--- config.mk ---
export PLATFORM = sky130hd
export DESIGN_NAME = dbus_wait_timer
export DESIGN_NICKNAME = d
export VERILOG_FILES = /design/src/logic/dbus_wait_timer.sv
export SDC_FILE = /design/constraint.sdc
export NUM_CORES = 1
export LEC_CHECK = 0
export ABC_AREA = 0
export BUFFER_PORTS_ARGS = -buffer_cell sky130_fd_sc_hd__buf_4
export CORE_AREA = 3 3 40 42
export CTS_CLUSTER_SIZE = 14
export DETAILED_ROUTE_END_ITERATION = 16
export DIE_AREA = 0 0 43 45
export PLACE_DENSITY = 0.3
export SYNTH_ARGS = -nofsm -noshare
export SYNTH_HDL_FRONTEND = slang
export SYNTH_SLANG_ARGS = --single-unit
--- constraint.sdc ---
create_clock -name clk -period 1.6 [get_ports clk]
set_input_delay 0.24 -clock clk [delete_from_list [all_inputs] [get_ports clk]]
set_output_delay 0.24 -clock clk [all_outputs]
set_load 0.005 [all_outputs]
--- src/logic/dbus_wait_timer.sv ---
`timescale 1ns/10ps

module dbus_wait_timer #(
    parameter int TIMEOUT_CYCLES = 8
) (
    input  logic clk,
    input  logic rst_i,
    input  logic clear_i,
    output logic expired_o
);

    localparam int CNT_W = $clog2(TIMEOUT_CYCLES + 1);

    logic [CNT_W-1:0] count_q;

    // Counts only while an access is waiting, holds at the limit
    always_ff @(posedge clk) begin
        if (rst_i || clear_i) begin
            count_q <= '0;
        end else if (!expired_o) begin
            count_q <= count_q + 1'b1;
        end
    end

    assign expired_o = (count_q == CNT_W'(TIMEOUT_CYCLES));

endmodule : dbus_wait_timer

Yosys cells after proc, flatten, opt, wreduce, memory -nomap -nowiden
Index checks and enable logic that the tools add are counted.
{ "totals": {"register_bits": 4, "latchBits": 0, "ramBits": 0, "mem_bits_ro": 0, "in_bits": 3, "output_inout_bits": 1, "wordCells": 4, "mem_count": 0} }
{ "op_classes": {"add_sub_neg": 1, "multipliers": 0, "div": 0, "magnitude_cmp": 0, "eq_ne": 1, "shift": 0, "mux": 0, "bitwise": 0, "n_reduce_logical": 1} }
{ "op_table": {"columns": ["op", "count"], "rows": [
  ["$add 4x1->4 const B", 1],
  ["$eq 4x4->1 const B", 1],
  ["$logic_or 1x1->1", 1]
]} }

Longest topological paths before layout
{ "depth": {"depth_word": 1, "ltp_mapped": 5, "depth_no_buf": 4} }

Worst setup path after synthesis
OpenSTA, ideal clock, no wires.
{ "synth_path": {"kind": "flip-flop to flip-flop", "start": "register count_q[0]", "end": "register count_q[0]", "setup_ps": 121, "arrival_ps": 1137, "required_ps": 1479, "slack_ps": 341, "stages_incl_launch_ff": 6, "n_path_buf": 1, "period_less_slack_ps": 1259, "path_cell_list": "dfxtp_1 inv_1 ha_1 and3b_1 buf_6 mux2_4"} }
{ "synth_between": {"elab_chain_cells": 1, "word_cells_on_any_way": 2, "classes_between": "add/sub (1); eq/ne (1)"} }
{ "synth_lines": {"columns": ["element", "line_no", "rtl"], "rows": [
  ["start: declaration", "14", "logic [CNT_W-1:0] count_q;"],
  ["start signal: assignment", "21", "count_q <= count_q + 1'b1;"],
  ["$eq 4x4->1", "25", "assign expired_o = (count_q == CNT_W'(TIMEOUT_CYCLES));"],
  ["named net expired_o", "9", "output logic expired_o"]
]} }
The timed path passes the listed nets, and every way through them passes these cells.
A chain may end at the register's enable or synchronous reset.

Final worst setup path
{ "layout_path": {"start": "register count_q[0]", "end": "output expired_o"} }
{ "layout_between": {"elab_chain_cells": 1} }
{ "layout_lines": {"columns": ["element", "line_no"], "rows": [
  ["$eq 4x4->1", "25"],
  ["end: declaration", "9"]
]} }
Every way passes these cells.

==> metrics.md <==
| Metric | Value |
|---|---|
| Status | `completed` |
| Sw Share | `0.216` |
| Area after DPL | `270 µm²` |
| RSZ-0062 raised after global routing | `false` |
| Share of cells above drive strength 1 | `0.370` |
| Fin nets | `34` |
| Max clock buf depth | `2` |
| Mapped Cells | `22` |
| Max Cap Viol | `0` |
| Fin util | `0.228` |
| CTS tree | `done` |
| Hold WC Path Type | `primary input to flop` |
| Cell Pwr Density | `approximately 860 nW/µm²` |
| First-pass GRT wire length | `710 µm` |
| Final non-filler cell area | `293 µm²` |
| Setup TNS | `0 ps` |
| Die W | `approximately 43 µm` |
| Largest registers | `count_q: 4 flops` |
| Max incr delay on CP | `390 ps` |
| Core Box Area | `1280 µm²` |
| Area grow syn2layout | `21.9%` |
| H-tree levels | `1` |
| Per-cell routed wire length | `9.95 µm` |
| Crit share post-route | `0.947` |
| Sequential area share after synthesis | `0.333` |
| Synth Warn # | `0` |
| Switching pwr | `0.0543 mW` |
| CTS Sinks | `4` |
| Vias in the first global route | `160` |
| Synth area leader | `dfxtp_1` |
| Setup Buffers After CTS | `0` |
| Clock slew at reported path FFs | `roughly 40 ps` |
| GRT Total Usage | `0.0581` |
| Combinational power share | `0.077` |
| Post-layout power | `roughly 0.25 mW` |
| Num CTS Buffers | `3` |
| P_int | `0.197 mW` |
| Largest Register | `count_q` |
| CTS Root Cell | `clkbuf_4` |
| Input/output buffers | `3` |
| Clk_lat worst skew | `230 ps` |
| Worst slew pin tran | `233 ps` |
| Final wirelength | `418 µm` |
| Commonest cells after routing, fill and taps aside | `nor3b_1 (4), dfxtp_1 (4), clkbuf_4 (3), buf_4 (3)` |
| Diode count | `0` |
| Final hold slack | `231 ps` |
| Initial Utilization | `0.187` |
| Die ar. | `1940 µm²` |
| Antenna-violating nets left | `0` |
| Synth top area share | `0.333` |
| # hold bufs at CTS | `0` |
| Slew HR | `0.845` |
| Worst Path Arrival | `1270 ps` |
| Worst IR drop on VDD | `approximately 300 µV` |
| Post-detail-place hpwl | `326 µm` |
| Maximum net fanout on the critical path | `5` |
| 1st-pass router iterations | `2` |
| Tmin final | `between 1500 and 2000 ps` |
| Cell types occupying the most area after synthesis | `dfxtp_1 (33%), mux2_4 (13%), nor3b_1 (13%), ha_1 (10%), nor4_2 (5.2%)` |
| Post-Syn Area | `240 µm²` |
| Chip height | `approximately 45 µm` |
| LEAKAGE | `0.115 nW` |
| GP Congestion | `0.662` |
| Largest net degree at the start of global routing | `8` |
| Vias post-DR | `159` |
| Fin. max-slew vios | `0` |
| CP Class | `flop to primary output` |
| CP max stage cell | `dfxtp_1` |
| Synthesized Nets | `27` |
| DRC viols | `0` |
| Initial DRC count | `3` |
| Post-cts repair resize count | `0` |
| Endpoints failing setup | `0` |
| Seq pwr share | `0.420` |
| Highest clock rate | `660 MHz` |
| Crit end category | `primary output` |
| Cell variety after synth | `12` |
| Global route overflow | `0` |
| I/O pin total | `4` |
| Mean post-synth cell area | `10.9 µm²` |
| Cell breakdown of the critical path | `inv_1 -> ha_1 -> and3b_1 -> buf_4` |
| Rows | `13` |
| Vias per std cell | `3.79` |
| Hold Violations, Final | `0` |
| Initial antenna violation count | `0` |
| Clk pwr share | `0.503` |
| Final Skew | `~1.8 ps` |
| CP Data Required Time | `1360 ps` |
| Post-synthesis sequential element count | `4` |
| Startpoint type of the worst setup path | `flop` |
| Max FFs per register | `4` |
==> Yosys cell counts, drive strengths merged <==
cell	number
inv	2
dfxtp	4
buf	1
xnor2	1
mux2	3
nand3	1
and3b	1
nor4	1
nor3	2
ha	2
nor3b	4
==> stage by stage <==
stage	setup WS, ps	instances
floorplan	341	22
global placement	305	39
detailed placement	295	39
CTS	72.6	42
global route	24.5	42
finish	85.2	42
==> critical path, delay by kind of cell (launching register included) <==
family | cells | cell delay (ps)
adder cells (fa/ha/maj) | 1 | 180
buffers and inverters | 2 | 230
AND/OR/NAND/NOR | 1 | 230
flip-flops | 1 | 390
==> routing by layer <==
layer / share of wire / vias to the layer above / global-route usage / wire length, µm
li1: - / 89 / - / -
met1: 0.51 / 66 / 0.0644 / 212
met2: 0.41 / 4 / 0.0629 / 171
met3: 0.081 / 0 / 0.0279 / 34
met4: 0 / 0 / 0.0904 / 0
met5: 0 / - / 0 / 0
==> power groups by stage <==
stage                     combinational [mW]  sequential (mW)  clock, mW
after floorplan                      0.00947            0.106          0
after global placement                0.0190            0.107          0
after detailed placement              0.0195            0.107          0
after CTS                             0.0194            0.106      0.132
after global routing                  0.0208            0.106      0.140
final                                 0.0193            0.106      0.127
==> worst paths after layout <==
check,startpoint,end,slack [ps],cells after the start
min reg2reg,count_q[2],count_q[2],580,2
min,rst_i,count_q[2],230,2
max reg2reg,count_q[0],count_q[1],300,4
max,count_q[0],expired_o,90,4
==> kinds of logic after synthesis <==
logic type	after synthesis	share of synthesized area
simple gates	9	0.276
xor+xnor	1	0.0365
mux	3	0.172
flops	4	0.333
buf+inv	3	0.0781
fa+ha+maj	2	0.104
==> cell type report <==
class / instances / area, µm²
Fill cell: 147 / 992
Multi-Input combinational cell: 15 / 141
Sequential cell: 4 / 80.1
Clock buffer: 3 / 22.5
Timing Repair Buffer: 3 / 22.5
Tap cell: 15 / 18.8
Inverter: 2 / 7.51
No activity file was read; power rests on OpenSTA's default activity.
