[config.mk]
export PLATFORM = sky130hd
export DESIGN_NAME = gpio_regs
export DESIGN_NICKNAME = d
export VERILOG_FILES = /design/src/logic/dbus_pkg.sv /design/src/logic/gpio_regs.sv
export SDC_FILE = /design/constraint.sdc
export NUM_CORES = 1
export LEC_CHECK = 0
export BUFFER_PORTS_ARGS = -buffer_cell sky130_fd_sc_hd__clkbuf_2
export CELL_PAD_IN_SITES_DETAIL_PLACEMENT = 1
export CELL_PAD_IN_SITES_GLOBAL_PLACEMENT = 2
export CORE_MARGIN = 2
export CORE_UTILIZATION = 19
export DETAILED_ROUTE_END_ITERATION = 12
export HOLD_SLACK_MARGIN = 0.15
export PLACE_DENSITY = 0.77
export REMOVE_ABC_BUFFERS = 1
export SLEW_MARGIN = 40
export SYNTH_ARGS = -nofsm -noshare
export SYNTH_HDL_FRONTEND = slang
export SYNTH_SLANG_ARGS = --single-unit
[constraint.sdc]
create_clock -name clk -period 1.7 [get_ports clk]
set_input_delay 0.085 -clock clk [delete_from_list [all_inputs] [get_ports clk]]
set_output_delay 0.085 -clock clk [all_outputs]
set_load 0.01 [all_outputs]
[src/logic/dbus_pkg.sv]
package dbus_pkg;

    // Bus widths
    typedef logic [31:0] dbus_addr_t;   // Byte address
    typedef logic [31:0] dbus_data_t;
    typedef logic [3:0]  byte_sel_t;    // One bit per byte lane
    typedef logic [1:0]  st_ops_t;

    // Store width encoding as driven by the LSU
    localparam st_ops_t ST_OPS_NONE = 2'b00;
    localparam st_ops_t ST_OPS_SB   = 2'b01;
    localparam st_ops_t ST_OPS_SH   = 2'b10;
    localparam st_ops_t ST_OPS_SW   = 2'b11;

    // Core to bus request
    typedef struct packed {
        dbus_addr_t addr;
        dbus_data_t w_data;
        st_ops_t    st_ops;
        logic       ld_req;
        logic       st_req;
    } lsu2dbus_s;

    typedef struct packed {
        dbus_addr_t addr;
        dbus_data_t w_data;
        byte_sel_t  sel_byte;
        logic       req;
        logic       w_en;
    } dbus2peri_s;

    typedef struct packed {
        dbus_data_t r_data;
        logic       ack;    // Single cycle
    } peri2dbus_s;

    // Response back to the core
    typedef struct packed {
        dbus_data_t r_data;
        logic       err;    // Set on bus timeout
    } dbus2lsu_s;

    // GPIO block and its page in the memory map
    localparam int unsigned GPIO_WIDTH      = 16;
    localparam logic [19:0] GPIO_PAGE       = 20'h80000;  // Address bits 31..12
    localparam logic [11:0] GPIO_OUT_OFFSET = 12'h000;
    localparam logic [11:0] GPIO_IN_OFFSET  = 12'h004;

endpackage : dbus_pkg

[src/logic/gpio_regs.sv]
`timescale 1ns/10ps

module gpio_regs (
    input  logic                            clk,
    input  logic                            rst_i,
    input  logic                            sel_i,
    input  dbus_pkg::dbus2peri_s            dbus2peri_i,
    input  logic [dbus_pkg::GPIO_WIDTH-1:0] gpio_in_i,
    output logic [dbus_pkg::GPIO_WIDTH-1:0] gpio_out_o,
    output dbus_pkg::peri2dbus_s            gpio2dbus_o
);
    import dbus_pkg::*;

    logic [GPIO_WIDTH-1:0] out_q;
    logic [GPIO_WIDTH-1:0] in_q;
    logic [11:0]           offset;    // Within the page
    logic                  ack_q;
    logic                  access;
    dbus_data_t            out_word, merged, rd_word, r_data_q;

    assign offset   = dbus2peri_i.addr[11:0];
    assign access   = sel_i && dbus2peri_i.req && !ack_q;
    assign out_word = dbus_data_t'(out_q);

    always_comb begin
        merged = out_word;
        for (int b = 0; b < 4; b++) begin
            if (dbus2peri_i.sel_byte[b]) merged[b*8 +: 8] = dbus2peri_i.w_data[b*8 +: 8];
        end
    end

    always_comb begin
        case (offset)
            GPIO_OUT_OFFSET: rd_word = out_word;
            GPIO_IN_OFFSET:  rd_word = dbus_data_t'(in_q);
            default:         rd_word = '0;
        endcase
    end

    always_ff @(posedge clk) begin
        if (rst_i) begin
            out_q <= '0;
            ack_q <= 1'b0;
        end else begin
            ack_q <= access;
            // Input register ignores writes
            if (access && dbus2peri_i.w_en && (offset == GPIO_OUT_OFFSET)) begin
                out_q <= merged[GPIO_WIDTH-1:0];
            end
        end
    end

    always_ff @(posedge clk) begin
        in_q <= gpio_in_i;    // Pins sampled every cycle
        if (access) r_data_q <= dbus2peri_i.w_en ? '0 : rd_word;
    end

    assign gpio_out_o  = out_q;
    assign gpio2dbus_o = '{r_data: r_data_q, ack: ack_q};

endmodule : gpio_regs

# Word-level counts from Yosys, hierarchy flattened
# Index checks and enable logic that the tools add are counted.
# word_totals
regBits	65
in_bits	89
output_inout_bits	49
# op_classes
n_eq_ne	1
mux	1
n_reduce_logical	8
# op_table
cell	n
16-bit one-hot mux with 2 select lines	1
12-bit by 3-bit equality test with 1-bit output (second input constant)	1
12-bit zero test	1
1-bit logical AND	4
2-bit AND reduction	2
1-bit zero test	1

# Logic depth before layout (Yosys ltp)
# logic_depth
word_depth	5
ltp_mapped	7

# Worst setup path after synthesis
# Ideal clock, no wire load.
# synth_path
path_type	input to register
start	input dbus2peri_i[47] in the netlist's numbering
end	register out_q[0], in the netlist gpio_out_o[0]
setup_ns	0.132
arrival_time_ns	1.588
slack_ns	-0.020
path_stages	6
path_buffers	2
cell_sequence	or4_4 -> or4_1 -> buf_2 -> buf_6 -> o21ai_1 -> a21oi_1
# synth_via
elab_chain_cells	3
# synth_lines
element	line_no	source
start: declaration	gpio_regs.sv:7	input dbus_pkg::dbus2peri_s dbus2peri_i,
12-bit zero test	gpio_regs.sv:47	if (access && dbus2peri_i.w_en && (offset == GPIO_OUT_OFFSET)) begin
1-bit logical AND	gpio_regs.sv:47	
2-bit AND reduction (no source line)	-	
end signal: assignment	gpio_regs.sv:48	out_q <= merged[GPIO_WIDTH-1:0];
end: declaration	gpio_regs.sv:14	logic [GPIO_WIDTH-1:0] out_q;
# No other way between the ends.
# A chain may end at the register's enable or synchronous reset.

# Worst setup path in the final report
# layout_path
start	register ack_q
end	register out_q[8], in the netlist gpio_out_o[8]
# layout_via
elab_chain_cells	5
# layout_lines
element	line_no	source
start: declaration	gpio_regs.sv:17	logic ack_q;
start signal: assignment	gpio_regs.sv:45	ack_q <= access;
1-bit zero test	gpio_regs.sv:22	assign access = sel_i && dbus2peri_i.req && !ack_q;
1-bit logical AND	gpio_regs.sv:22	
1-bit logical AND (2 in a row)	gpio_regs.sv:47	
2-bit AND reduction (no source line)	-	
# No other way between the ends.

==> summary.md <==
| Metric | Value |
|---|---|
| Status | `finished clean` |
| Die Ht | `~100 um` |
| DRT Wirelength | `roughly 6 mm` |
| CTS tree | `done` |
| Final hold slack | `169 ps` |
| Synth Area per Inst | `roughly 11 um^2` |
| Placed Cells | `about 390` |
| Leakage | `1.18 nW` |
| Max Clock Freq | `a little over 600 MHz` |
| Power, Total | `2.22 mW` |
| Slew Limit Fails | `0` |
| Clock Latency Late Sink | `300 ps` |
| Distinct cell type count after synthesis | `25` |
| Final #Nets | `~380` |
| Core ar. | `around 0.0097 mm^2` |
| Synth-to-Final Area Change | `52.6%` |
| Area share of the largest cell type after synthesis | `a little over a third` |
| Detailed placement HPWL | `about 4.4 mm` |
| FFs w/ async S/R, synth | `0%` |
| Setup crit start kind | `register` |
| Antenna Cells | `0` |
| Period Utilization, post-route | `a little over nine tenths` |
| Synth Instances | `171` |
| MaxCap Viol Count | `0` |
| Initial core utilization | `just under 20%` |
| Fillers | `~1,100` |
| Main flop type after synthesis | `dfxtp_1` |
| Setup-failing EPs final | `0` |
| Die area | `0.0107 mm^2` |
| Register area share after synthesis | `61.0%` |
| Post-DRT Antenna Nets | `0` |
| I/O pin count | `138` |
| Synth warnings | `0` |
| Vias/cell | `between 4 and 5` |
| Unrepaired setup endpoints after global routing | `false` |
| Drt first pass iters | `4` |
| Largest area contributor in the netlist | `dfxtp_1` |
| Most common cell in the synthesized netlist | `dfxtp_1` |
| PwrDens | `between 700 and 800 mW/mm^2` |
| Root Buffer | `clkbuf_8` |
| Peak VDD IR | `approximately 300 uV` |
| Final design utilization | `29.5%` |
| CP Capture Type | `register` |
| Post-Syn Area | `~0.0019 mm^2` |
| Remaining Overflow, GRT | `0` |
| Initial DRC Count | `between 50 and 60` |
| Vias | `roughly 1,700` |
| Routed wire per std cell | `around 14 um` |
| Critical path class | `reg2reg` |
| H-tree levels | `2` |
| Final Hold Vio Count | `0` |
| Arrival @ worst endpoint | `around 1800 ps` |
| Initial antenna violation count | `0` |
| Clk pin slew, worst setup/hold paths | `90 ps` |
| Total GRT Usage | `between 10 and 15%` |
| Number of CTS-inserted buffers | `5` |
| First-pass GRT wire length | `approximately 9 mm` |
| CP Max Fanout | `16` |
| Port buffer count | `83` |
| Fin cells | `426` |
| Horiz. Die Dim | `just over 100 um` |
| Flops & latches, synth | `49` |
| Total setup buffers inserted after CTS | `0` |
| Top cells by count, synth | `dfxtp_1 (33), buf_4 (18)` |
| RD Place Congestion | `between 0.7 and 0.8` |
| Post-DP Area | `0.00243 mm^2` |
| Num rows | `36` |
| Final min period | `~1600 ps` |
| EDFF count, synth | `16` |
| Synth area leaders | `dfxtp_1 (35%), edfxtp_1 (26%), buf_4 (7.2%)` |
| Hold/Removal Path Class | `in2reg` |
| Final Cell Area | `approximately 0.0029 mm^2` |
| Vias in the first global route | `roughly 1,800` |
| Share of layout cells above drive strength 1 | `a little under two fifths` |
| Sinks on Clock Net | `49` |
| Clk buf depth | `2` |
| Setup Skew | `~6.5 ps` |
| Residual DRC count | `0` |
| Required @ worst endpoint | `roughly 1900 ps` |
| Largest net degree at the start of global routing | `18` |
==> cells by family after synthesis <==
| group | after synthesis | synth area share [%] |
|---|---|---|
| and+or+nand+nor | 43 | 13.4 |
| buffers and inverters | 30 | 10.2 |
| AOI/OAI and AO/OA | 48 | 15.2 |
| other | 1 | 0.200 |
| DFF | 49 | 61.0 |
==> power breakdown <==
part	total (mW)	switching [mW]	internal, mW
logic	0.220	0.108	0.113
clock network	0.750	0.382	0.368
registers	1.25	0.0104	1.24
total	2.22	0.500	1.72
==> sequential cells by signal, summed over array words and instances (netlist names) <==
register / flops
gpio_out_o: 16
ack_q: 1
r_data_q: 16
in_q: 16
==> timing repair <==
item                      CTS  global route
hold buffers               32             0
resized for setup           0             0
hold endpoints to repair   32             0
==> worst max-delay path, stage by stage (launching register included) <==
cell and delay (ps):
dfxtp_1 330, nand4b_1 210, or4_1 450, buf_4 220, o21ai_0 190, a21oi_1 110
==> per-stage QoR <==
step | TNS (ps) | setup WS [ps]
final | 0 | 79.9
after global routing | 0 | 47.2
after CTS | 0 | 107
after detailed placement | -1770 | -197
after global placement | -1240 | -105
after floorplan | -5690 | -320
==> layout by cell type (no fill, tap or decap), types with 2 or more instances in the layout <==
cell,n
nor3_2,2
or4_4,3
inv_1,2
clkbuf_2,83
dlygate4sd3_1,32
edfxtp_1,16
buf_4,11
conb_1,16
o21ai_0,6
clkbuf_8,7
dfxtp_1,33
a21oi_1,16
o21ai_1,9
a22oi_1,16
nand3_1,16
nor2_1,16
==> final timing paths <==
kind | start | to | slack, ps | cells past startpoint
min | dbus2peri_i[3] | gpio_out_o[15]$_SDFFE_PP0P_ | 170 | 3
max | ack_q$_SDFF_PP0_ | gpio_out_o[8]$_SDFFE_PP0P_ | 80 | 5
max reg2reg | ack_q$_SDFF_PP0_ | gpio_out_o[8]$_SDFFE_PP0P_ | 80 | 5
min reg2reg | gpio_out_o[0]$_SDFFE_PP0P_ | gpio_out_o[0]$_SDFFE_PP0P_ | 510 | 2
==> layer usage <==
layer	part of all wire [%]	wire, um	track usage [%]
met5	0	0	0
met4	1.9	116	4.35
met3	5.3	326	3.02
met2	54	3320	21.1
met1	38	2360	11.7
==> area by class of cell <==
cell class / count / area (um^2) / share of cell area (%)
Timing Repair Buffer: 127 / 838 / 29.4
Tap cell: 133 / 166 / 5.83
Inverter: 2 / 7.51 / 0.263
Sequential cell: 49 / 1140 / 40.0
Clock inverter: 1 / 5.00 / 0.175
Clock buffer: 7 / 96.3 / 3.37
Multi-Input combinational cell: 107 / 601 / 21.0
No activity file was read; power rests on OpenSTA's default activity.
