--- src/logic/dbus_pkg.sv ---
package dbus_pkg;

    // Bus widths
    typedef logic [31:0] dbus_addr_t;   // Byte address
    typedef logic [31:0] dbus_data_t;
    typedef logic [3:0]  byte_sel_t;    // One bit per byte lane
    typedef logic [1:0]  st_ops_t;

    // Store width encoding as driven by the LSU
    localparam st_ops_t ST_OPS_NONE = 2'b00;
    localparam st_ops_t ST_OPS_SB   = 2'b01;
    localparam st_ops_t ST_OPS_SH   = 2'b10;
    localparam st_ops_t ST_OPS_SW   = 2'b11;

    // Core to bus request
    typedef struct packed {
        dbus_addr_t addr;
        dbus_data_t w_data;
        st_ops_t    st_ops;
        logic       ld_req;
        logic       st_req;
    } lsu2dbus_s;

    typedef struct packed {
        dbus_addr_t addr;
        dbus_data_t w_data;
        byte_sel_t  sel_byte;
        logic       req;
        logic       w_en;
    } dbus2peri_s;

    typedef struct packed {
        dbus_data_t r_data;
        logic       ack;    // Single cycle
    } peri2dbus_s;

    // Response back to the core
    typedef struct packed {
        dbus_data_t r_data;
        logic       err;    // Set on bus timeout
    } dbus2lsu_s;

    // GPIO block and its page in the memory map
    localparam int unsigned GPIO_WIDTH      = 16;
    localparam logic [19:0] GPIO_PAGE       = 20'h80000;  // Address bits 31..12
    localparam logic [11:0] GPIO_OUT_OFFSET = 12'h000;
    localparam logic [11:0] GPIO_IN_OFFSET  = 12'h004;

endpackage : dbus_pkg

--- src/logic/dbus_interconnect.sv ---
`timescale 1ns/10ps

module dbus_interconnect #(
    parameter int DMEM_WORDS = 256
) (
    input  dbus_pkg::lsu2dbus_s  lsu2dbus_i,
    input  dbus_pkg::peri2dbus_s mem2dbus_i,
    input  dbus_pkg::peri2dbus_s gpio2dbus_i,
    output dbus_pkg::dbus2peri_s dbus2peri_o,
    output logic                 dmem_sel_o,
    output logic                 gpio_sel_o,
    output dbus_pkg::dbus2lsu_s  dbus2lsu_o,
    output logic                 rsp_ack_o
);
    import dbus_pkg::*;

    localparam dbus_addr_t DMEM_LIMIT = dbus_addr_t'(DMEM_WORDS * 4);

    dbus_addr_t addr;
    logic       bus_req;
    logic       dmem_match;
    logic       gpio_match;
    logic [1:0] byte_off;

    assign addr       = lsu2dbus_i.addr;
    assign byte_off   = addr[1:0];
    assign bus_req    = lsu2dbus_i.ld_req | lsu2dbus_i.st_req;
    assign dmem_match = (addr < DMEM_LIMIT);          // Memory sits at the bottom
    assign gpio_match = (addr[31:12] == GPIO_PAGE);

    // Priority decode, memory wins over the peripheral pages
    always_comb begin
        dmem_sel_o = 1'b0;
        gpio_sel_o = 1'b0;
        if (dmem_match && bus_req) begin
            dmem_sel_o = 1'b1;
        end else if (gpio_match && bus_req) begin
            gpio_sel_o = 1'b1;
        end
    end

    // Move store data into its byte lanes
    always_comb begin
        dbus2peri_o.addr = addr;
        dbus2peri_o.req  = bus_req;
        dbus2peri_o.w_en = lsu2dbus_i.st_req;
        case (lsu2dbus_i.st_ops)
            ST_OPS_SB: begin
                dbus2peri_o.w_data   = dbus_data_t'(lsu2dbus_i.w_data[7:0]) << {byte_off, 3'b000};
                dbus2peri_o.sel_byte = byte_sel_t'(4'b0001 << byte_off);
            end
            ST_OPS_SH: begin
                // Halfword alignment only looks at bit 1
                dbus2peri_o.w_data   = dbus_data_t'(lsu2dbus_i.w_data[15:0])
                                       << {byte_off[1], 4'b0000};
                dbus2peri_o.sel_byte = byte_off[1] ? 4'b1100 : 4'b0011;
            end
            ST_OPS_SW: begin
                dbus2peri_o.w_data   = lsu2dbus_i.w_data;
                dbus2peri_o.sel_byte = 4'b1111;
            end
            default: begin
                dbus2peri_o.w_data   = '0;
                dbus2peri_o.sel_byte = '0;
            end
        endcase
    end

    // Read data and ack back from the selected peripheral
    always_comb begin
        dbus2lsu_o.err = 1'b0;   // Timeouts flagged in the controller
        if (dmem_sel_o) begin
            dbus2lsu_o.r_data = mem2dbus_i.r_data;
            rsp_ack_o         = mem2dbus_i.ack;
        end else if (gpio_sel_o) begin
            dbus2lsu_o.r_data = gpio2dbus_i.r_data;
            rsp_ack_o         = gpio2dbus_i.ack;
        end else begin
            dbus2lsu_o.r_data = '0;
            rsp_ack_o         = 1'b0;
        end
    end

    // Memory never reaches into the GPIO page, and no peripheral acks an access it does not own
    always_comb begin
        a_map_onehot: assert ($onehot0({dmem_match, gpio_match}));
        a_ack_owned: assert (!(mem2dbus_i.ack && !dmem_sel_o)
                             && !(gpio2dbus_i.ack && !gpio_sel_o));
    end

endmodule : dbus_interconnect

--- config.mk ---
export PLATFORM = sky130hd
export DESIGN_NAME = dbus_interconnect
export DESIGN_NICKNAME = d
export VERILOG_FILES = /design/src/logic/dbus_pkg.sv /design/src/logic/dbus_interconnect.sv
export SDC_FILE = /design/constraint.sdc
export NUM_CORES = 1
export LEC_CHECK = 0
export ABC_AREA = 1
export BUFFER_PORTS_ARGS = -buffer_cell sky130_fd_sc_hd__buf_2
export CAP_MARGIN = 20
export CORE_AREA = 2 2 94 96
export DETAILED_ROUTE_END_ITERATION = 8
export DIE_AREA = 0 0 96 98
export GPL_ROUTABILITY_DRIVEN = 0
export GPL_TIMING_DRIVEN = 0
export PLACE_DENSITY = 0.52
export SLEW_MARGIN = 20
export SYNTH_ARGS = -nofsm -noshare
export SYNTH_HDL_FRONTEND = slang
export SYNTH_SLANG_ARGS = --single-unit
--- constraint.sdc ---
create_clock -name vclk -period 1.7
set_clock_uncertainty 0.05 [all_clocks]
set_input_delay 0.425 -clock vclk [all_inputs]
set_output_delay 0.425 -clock vclk [all_outputs]
set_load 0.05 [all_outputs]
== Word-level counts from Yosys, hierarchy flattened ==
Cells that the tools add are included.

* Eq/ne operators: 4
* Reductions and logical operators: 2
* Shift operators: 3
* Bitwise gates (word level): 1
* Multiplexer cells: 9
* Order comparisons: 1

{| class="wikitable"
|+ Operator list
! cell !! count
|-
| 36-bit case mux with 3 select lines || 1
|-
| 32-bit 2-to-1 mux || 2
|-
| 32-bit by 11-bit < comparator with 1-bit output (second input constant) || 1
|-
| 16-bit by 5-bit left shift with 32-bit output || 1
|-
| 8-bit by 5-bit left shift with 32-bit output || 1
|-
| 20-bit equality test (second input constant) || 1
|-
| 1-bit 2-to-1 mux || 5
|-
| 2-bit equality test (second input constant) || 2
|-
| 4-bit 2-to-1 mux || 1
|-
| 1-bit by 2-bit left shift with 4-bit output (first input constant) || 1
|-
| 2-bit by 1-bit equality test with 1-bit output (second input constant) || 1
|-
| 1-bit logical AND || 2
|-
| 1-bit OR || 1
|}

* Register bits: 0
* Output and inout port bits: 106
* Input port bits: 134
* Word-level logic and storage cells: 20

== Logic depth before layout (Yosys ltp) ==
Gate-level depths: netlist of run 1.

* Depth after elaboration: 6
* Depth in mapped cells: 7
* Depth with buffers taken out: 6

== Worst setup path before layout of run 1 ==
OpenSTA, ideal clock, no wires.

* Path kind: input-to-output
* Start: input lsu2dbus_i[37] in the netlist's numbering
* End: output dbus2peri_o[10] in the netlist's numbering
* Cell stages on the path: 5
* Slack: -0.545 ns
* Path buffers: 0
* Data arrival time: 1.770 ns
* Data required time: 1.225 ns
* Cell sequence: inv_2 > o21ai_4 > nand2_1 > inv_2 > nor2_1

{| class="wikitable"
|+ RTL lines
! element !! line !! text
|-
| from (decl) || dbus_interconnect.sv:6 || <nowiki>input dbus_pkg::lsu2dbus_s lsu2dbus_i,</nowiki>
|-
| to (decl) || dbus_interconnect.sv:9 || <nowiki>output dbus_pkg::dbus2peri_s dbus2peri_o,</nowiki>
|}

==> results of run 1 <==
==> power by group through the flow <==
stage / combinational [mW] / sequential (mW) / clock [mW]
finish: 1.14 / 0 / 0
floorplan: 0.577 / 0 / 0
detailed placement: 0.867 / 0 / 0
global placement: 0.866 / 0 / 0
global route: 1.19 / 0 / 0
CTS: 1.05 / 0 / 0
==> final cells by class <==
cell class,count,area [sq um],share of cell area
plain buffers,56,488,0.105
repair buffers,258,2150,0.463
well taps,108,135,0.0291
inverters,25,136,0.0294
multi-input cells,204,1730,0.373
==> cell usage in the layout (no fill, tap or decap), drive strengths merged <==
cell    instances
nand3           9
o21ai           1
inv            24
conb            1
nor2           24
o211ai          8
o22ai           8
nand4          66
clkinv          1
buf           314
and3            2
nand2          85
==> path summary, 6_finish.rpt <==
path / cells after the start / start / to
max: 9 / lsu2dbus_i[61] / dbus2lsu_o[18]
min: 2 / lsu2dbus_i[43] / dbus2peri_o[45]
==> kinds of logic (layout without fill, tap and decap cells) <==
kind of cell,after synthesis,after routing,synth area share
buffers and inverters,81,339,0.317
AOI/OAI and AO/OA,17,17,0.0828
other,1,1,0.00246
and+or+nand+nor,184,186,0.598
==> stage by stage <==
stage / worst slack [ns] / area (sq um)
5_1_grt: -0.436 / 4640
3_5_place_dp: -0.605 / 3250
4_1_cts: -0.397 / 4280
6_report: -0.355 / 4640
2_1_floorplan: -0.299 / 1950
3_3_place_gp: -0.595 / 3250
==> metal layers <==
layer  global-route usage  part of all wire  vias up
li1                     -                 -     1481
met1                0.163              0.33     1443
met2                0.383              0.58      152
met3               0.0270             0.081        6
met4              0.00989            0.0070        0
met5                    0                 0        -
==> timing repair <==
| item | 4_1_cts | 5_1_grt |
|---|---|---|
| gates cloned | 7 | 1 |
| buffers inserted | 15 | 7 |
| pin swaps | 46 | 61 |
| gates resized for setup | 242 | 83 |
| endpoints found under the setup margin | 71 | 70 |
==> summary.json, run 1 <==
{
  "sta": {
    "finalHoldViolations": 0,
    "final-max-slew-violation-count": 0,
    "layout_setup_ws_ns": -0.355,
    "setup_repair_after_global_routing_missed_its_margin": "true",
    "setup-violations-final": 69,
    "period_needed_ns": 2.06,
    "fin_tns_setup_ns": -14.33,
    "max_freq_ghz": 0.487,
    "finalCritPeriodShare": 1.21,
    "hold_slack_ns": 1.10
  },
  "drt": {
    "wire_per_inst_um": 15.0,
    "dr.first_iter.drc_count": 41,
    "finalWirelength_mm": 9.77,
    "route.antenna.remaining_nets": 0,
    "drcViolationCount": 0,
    "viasPerCell": 4.73,
    "vias": 3082,
    "drt_pass1_iterations": 4
  },
  "power_and_ir_drop": {
    "fin_total_pwr_mw": 1.14,
    "cell_internal_pwr_mw": 0.455,
    "worst_ir_drop_vdd_v": 0.000159,
    "sw_frac_of_total": 0.601,
    "leakage_nw": 2.34,
    "comb_power_share": 1.000,
    "power.share.clock": 0,
    "netSwitchingPower_mw": 0.685,
    "sequential_share_of_power": 0,
    "power.density_nw_per_um2": 245
  },
  "die": {
    "die_w_um": 96,
    "placeableCoreArea_sq_um": 8470,
    "start_util": 0.180,
    "die_height_um": 98,
    "design.portCount": 240,
    "fp.dieArea_sq_um": 9410,
    "rows": 34
  },
  "cells_and_area": {
    "finalNetCount": 679,
    "antenna_cells": 0,
    "final_core_util": 0.548,
    "final_cell_count_no_fill": 651,
    "layout-drive-gt1-share": 0.777,
    "filler_cell_count": 751,
    "ffs_latches": 0,
    "num-clock-buffers": 0,
    "syn2layout_area_growth_pct": 204,
    "sequential_cell_area_sq_um": 0
  },
  "placed_design": {
    "buffer_ports.inserted": 231,
    "dp_hpwl_mm": 6.86,
    "post-place-cells": 622
  },
  "synthesis": {
    "ys_types": 18,
    "ys_top_cells_by_count": "nand2_1 (83), nand4_1 (66), buf_4 (39)",
    "synthTopCellsByArea": "nand4_1 (27%), nand2_1 (20%), buf_4 (19%), inv_1 (5.4%), buf_2 (4.9%)",
    "post-synth-top-count-cell": "nand2_1",
    "synthesis.area_per_instance_sq_um": 5.39,
    "synthCells": 283,
    "seq_area_frac_synth": 0,
    "syn_area_sq_um": 1530,
    "synth.largest_area_cell": "nand4_1",
    "syn-num-nets": 417,
    "ys_warn_count": 0,
    "synth_top_area_frac": 0.270
  },
  "grt": {
    "grt_start_max_net_pins": 11,
    "grt_use_total": 0.173,
    "grt_antenna_before_repair": 0,
    "wire_length_of_the_first_global_routing_pass_mm": 13.3,
    "grt.overflow.total": 0,
    "first_global_vias": 2967
  },
  "run_status": {
    "outcome": "finished, violations left",
    "violated_checks": "setup timing"
  },
  "critical_path": {
    "path_buf_inv": 4,
    "critical_path_required_ns": 1.22,
    "cpLargestDelayFamily": "simple AND/OR/NAND/NOR gates",
    "worstSetupStartpointType": "input port",
    "critical-path-max-stage-delay_ns": 0.19,
    "worstSetupEndpointType": "primary output",
    "criticalPathCategory": "in -> out",
    "worst_path_max_delay_cell": "nor2_4",
    "cp_cell_sequence": "buf_8 -> nor2_4 -> nand2_2 -> nor2_4 -> buf_6 -> buf_6 -> nand4_1 -> nand2_4 -> buf_8",
    "worstPathArrival_ns": 1.58,
    "timing.critical_path.fanout_max": 6
  },
  "min_path": {
    "min_path_type": "in -> out"
  },
  "cts": {
    "cts_hold_buf": 0
  },
  "job": {
    "drv.max_cap_violation_count": 0
  }
}
No activity file was read; power rests on OpenSTA's default activity.
==> run 2, diff against run 1 <==
BUFFER_PORTS_ARGS = not set   (was -buffer_cell sky130_fd_sc_hd__buf_2)
CORE_AREA = 2 2 92 94   (was 2 2 94 96)
DIE_AREA = 0 0 94 96   (was 0 0 96 98)
DONT_BUFFER_PORTS = 1   (was not set)
PLACE_DENSITY = 0.3   (was 0.52)
==> run 2 against run 1 <==
Effect of this change: the flow still finishes with violations (setup timing); non-clock buffer count shrank 224; utilization decreased by 19 points; cell count shrank 35%; wire length decreased by 18%; largest cell class is now multi-input gates.
==> summary.json, run 2 (same netlist as run 1, synthesis figures left out) <==
{
  "run_status": {
    "outcome": "finished, violations left",
    "violated_checks": "setup timing"
  },
  "grt": {
    "grt_start_max_net_pins": 11,
    "first_global_vias": 2071,
    "wire_length_of_the_first_global_routing_pass_mm": 11.2,
    "grt.overflow.total": 0,
    "grt_antenna_before_repair": 0,
    "grt_use_total": 0.155
  },
  "critical_path": {
    "setup.worst_path.start": "lsu2dbus_i[2]",
    "cp_cell_sequence": "inv_12 -> nor2_4 -> nand3_4 -> o211ai_1",
    "critical-path-max-stage-delay_ns": 0.90,
    "path_buf_inv": 1,
    "timing.critical_path.fanout_max": 5,
    "worstSetupStartpointType": "input port",
    "cpLargestDelayFamily": "compound AO/OA/AOI/OAI gates",
    "worstPathArrival_ns": 1.63,
    "worstSetupEndpointType": "primary output",
    "criticalPathCategory": "in -> out",
    "critical_path_required_ns": 1.22,
    "worst_path_max_delay_cell": "o211ai_1"
  },
  "min_path": {
    "min_path_type": "in -> out",
    "hp-start": "lsu2dbus_i[44]"
  },
  "placed_design": {
    "dp_hpwl_mm": 5.90,
    "post-place-cells": 388,
    "dp_slack_ns": -0.513,
    "buffer_ports.inserted": 0,
    "dpl-instance-area_sq_um": 2090
  },
  "drt": {
    "drcViolationCount": 0,
    "drt_pass1_iterations": 4,
    "vias": 2147,
    "dr.first_iter.drc_count": 73,
    "routed-wl-met2_mm": 4.18,
    "finalWirelength_mm": 8.00,
    "route.antenna.remaining_nets": 0,
    "route.top_layer_used": "met3",
    "viasPerCell": 5.08,
    "met3_wirelength_um": 780,
    "routedLengthMet1_mm": 3.04,
    "wire_per_inst_um": 18.9
  },
  "sta": {
    "timing.max_slew.rel_slack": 0.263,
    "fin_tns_setup_ns": -10.54,
    "setup-violations-final": 67,
    "finalCritPeriodShare": 1.24,
    "period_needed_ns": 2.10,
    "setup_repair_after_global_routing_missed_its_margin": "true",
    "hold_slack_ns": 0.968,
    "max_freq_ghz": 0.476,
    "tightestPinTransition_ns": 1.10,
    "final-max-slew-violation-count": 0,
    "layout_setup_ws_ns": -0.403,
    "finalHoldViolations": 0
  },
  "cells_and_area": {
    "ffs_latches": 0,
    "layout-drive-gt1-share": 0.591,
    "num-clock-buffers": 0,
    "final_cell_count_no_fill": 423,
    "antenna_cells": 0,
    "final_core_util": 0.358,
    "finalNetCount": 454,
    "commonest_cells_after_routing_fill_and_taps_aside": "nand4_1 (66), buf_4 (49), nand2_4 (44), nand2_1 (33)",
    "stdcell_area_sq_um": 2880,
    "syn2layout_area_growth_pct": 88.9,
    "sequential_cell_area_sq_um": 0,
    "final_common_cell": "nand4_1"
  },
  "power_and_ir_drop": {
    "worst_ir_drop_vdd_v": 0.000171,
    "power.density_nw_per_um2": 249,
    "fin_total_pwr_mw": 0.719,
    "leakage_nw": 1.20
  },
  "die": {
    "rows": 33,
    "design.portCount": 240,
    "fp.dieArea_sq_um": 9020,
    "start_util": 0.190,
    "die_w_um": 94,
    "placeableCoreArea_sq_um": 8050,
    "die_height_um": 96
  },
  "job": {
    "drv.max_cap_violation_count": 0
  }
}
run 2: worst paths after layout:
check | cells after the start | to
max | 4 | dbus2peri_o[37]
min | 1 | dbus2peri_o[46]
run 2: layout make-up:
class              count  area [sq um]
plain buffers         52           464
fillers              867          5170
inverters             25           114
multi-input cells    203          1690
well taps            105           131
repair buffers        38           484
run 2: routing by layer:
metal | vias to the layer above | track usage
met4 | 0 | 0.00483
met3 | 0 | 0.0258
met2 | 141 | 0.298
li1 | 1019 | -
met1 | 987 | 0.189
met5 | - | 0
run 2: repair_timing:
item / in CTS / in global routing
buffers inserted: 23 / 8
pin swaps: 59 / 64
gates cloned: 7 / 3
gates resized for setup: 97 / 12
endpoints found under the setup margin: 68 / 69
hold buffers: 0 / 0
run 2: power breakdown:
| group | switching, mW | internal (mW) | leakage [nW] |
|---|---|---|---|
| logic | 0.542 | 0.177 | 1.20 |
| clock network | 0 | 0 | 0 |
| registers | 0 | 0 | 0 |
| total | 0.542 | 0.177 | 1.20 |
==> run 3, diff against run 2 <==
clock period = 2.2 ns   (was 1.7 ns; I/O delays follow)
==> run 3 against run 2 <==
Effect of this change: critical path type unchanged; the run still ends with setup timing left; largest power group unchanged; flip-flop and latch count unchanged; hold slack improved by 0.25 ns; total power decreased by 32%; utilization shrank 7.2 points; wire length is 6.9% lower.
==> summary.json, run 3 (same netlist as run 1, synthesis figures left out) <==
{
  "run_status": {
    "outcome": "finished, violations left",
    "violated_checks": "setup timing"
  },
  "min_path": {
    "hp-start": "lsu2dbus_i[0]",
    "min_path_type": "in -> out"
  },
  "power_and_ir_drop": {
    "leakage_nw": 1.02,
    "netSwitchingPower_mw": 0.389,
    "fin_total_pwr_mw": 0.486,
    "sw_frac_of_total": 0.801,
    "worst_ir_drop_vdd_v": 0.0000862,
    "power.density_nw_per_um2": 211,
    "cell_internal_pwr_mw": 0.0967,
    "comb_power_share": 1.000,
    "sequential_share_of_power": 0,
    "power.share.clock": 0
  },
  "cells_and_area": {
    "antenna_cells": 0,
    "stdcell_area_sq_um": 2300,
    "syn2layout_area_growth_pct": 50.8,
    "num-clock-buffers": 0,
    "ffs_latches": 0,
    "sequential_cell_area_sq_um": 0,
    "multi_input_gate_area_sq_um": 1460,
    "finalNetCount": 434,
    "layout-drive-gt1-share": 0.493,
    "filler_cell_count": 908,
    "commonest_cells_after_routing_fill_and_taps_aside": "nand4_1 (66), nand2_1 (44), buf_4 (44), nand2_4 (31)",
    "final_core_util": 0.286,
    "final_common_cell": "nand4_1"
  },
  "die": {
    "placeableCoreArea_sq_um": 8050,
    "rows": 33,
    "fp.dieArea_sq_um": 9020,
    "die_height_um": 96,
    "die_w_um": 94,
    "design.portCount": 240,
    "start_util": 0.190
  },
  "sta": {
    "period_needed_ns": 2.40,
    "setup-violations-final": 14,
    "finalCritPeriodShare": 1.09,
    "layout_setup_ws_ns": -0.204,
    "max_freq_ghz": 0.416,
    "final-max-slew-violation-count": 0,
    "finalHoldViolations": 0,
    "tightestPinTransition_ns": 1.11,
    "setup_repair_after_global_routing_missed_its_margin": "true",
    "hold_slack_ns": 1.22,
    "timing.max_slew.rel_slack": 0.273,
    "fin_tns_setup_ns": -2.21
  },
  "drt": {
    "route.antenna.remaining_nets": 0,
    "drcViolationCount": 0,
    "wire_per_inst_um": 18.5,
    "dr.first_iter.drc_count": 46,
    "drt_pass1_iterations": 4,
    "vias": 2081,
    "viasPerCell": 5.16,
    "finalWirelength_mm": 7.44
  },
  "placed_design": {
    "dp_hpwl_mm": 5.90,
    "buffer_ports.inserted": 0,
    "dpl-instance-area_sq_um": 1700
  },
  "critical_path": {
    "critical_path_required_ns": 1.60,
    "critical-path-max-stage-delay_ns": 0.90,
    "worstPathArrival_ns": 1.80,
    "worstSetupEndpointType": "primary output",
    "worstSetupStartpointType": "input port",
    "setup.worst_path.start": "lsu2dbus_i[2]",
    "criticalPathCategory": "in -> out",
    "worst_path_max_delay_cell": "o22ai_1",
    "timing.critical_path.fanout_max": 9,
    "cp_cell_sequence": "inv_12 -> nor2_4 -> nand3_2 -> o22ai_1"
  },
  "grt": {
    "first_global_vias": 1909,
    "grt_start_max_net_pins": 11,
    "grt.overflow.total": 0,
    "wire_length_of_the_first_global_routing_pass_mm": 10.2,
    "grt_use_total": 0.142,
    "grt_antenna_before_repair": 0
  },
  "job": {
    "drv.max_cap_violation_count": 0
  }
}
run 3: cell count changes in the layout (fill, tap and decap cells not counted), sizes merged:
cell / previous run / this run
clkbuf: 1 / 10
buf: 89 / 60
run 3: stage by stage:
stage / cells / setup slack, ns
2_1_floorplan: 283 / -0.134
3_3_place_gp: 388 / -0.319
3_5_place_dp: 388 / -0.351
4_1_cts: 398 / -0.195
5_1_grt: 403 / -0.267
6_report: 403 / -0.204
run 3: final timing paths:
path	endpoint	cells after the start
max	dbus2peri_o[17]	4
min	dbus2peri_o[0]	1
run 3: worst max-delay path, delay by kind of cell:
kind            cells  cell delay, ns
compound gates      1            0.90
simple gates        2            0.33
buf+inv             1            0.02
run 3: timing repair:
item | 4_1_cts | 5_1_grt
setup endpoints to repair | 59 | 58
hold buffers | 0 | 0
cloned | 3 | 2
buffers inserted | 7 | 5
resized for setup | 80 | 52
pin swaps | 15 | 22
run 3: layout make-up:
type                            instances  area share
Buffer                                 56       0.200
Inverter                               25      0.0473
Multi-Input combinational cell        203       0.633
Tap cell                              105      0.0571
Timing Repair Buffer                   14      0.0625
run 3: metal layers:
| layer | share of wire | GRT usage |
|---|---|---|
| met1 | 0.37 | 0.169 |
| met2 | 0.53 | 0.273 |
| met3 | 0.092 | 0.0290 |
| met4 | 0.0036 | 0.00604 |
| met5 | 0 | 0 |
run 3: power groups by stage:
stage / Clock, mW / Combinational, mW / Sequential [mW]
3_3_place_gp: 0 / 0.458 / 0
5_1_grt: 0 / 0.507 / 0
3_5_place_dp: 0 / 0.456 / 0
6_report: 0 / 0.486 / 0
2_1_floorplan: 0 / 0.426 / 0
4_1_cts: 0 / 0.478 / 0
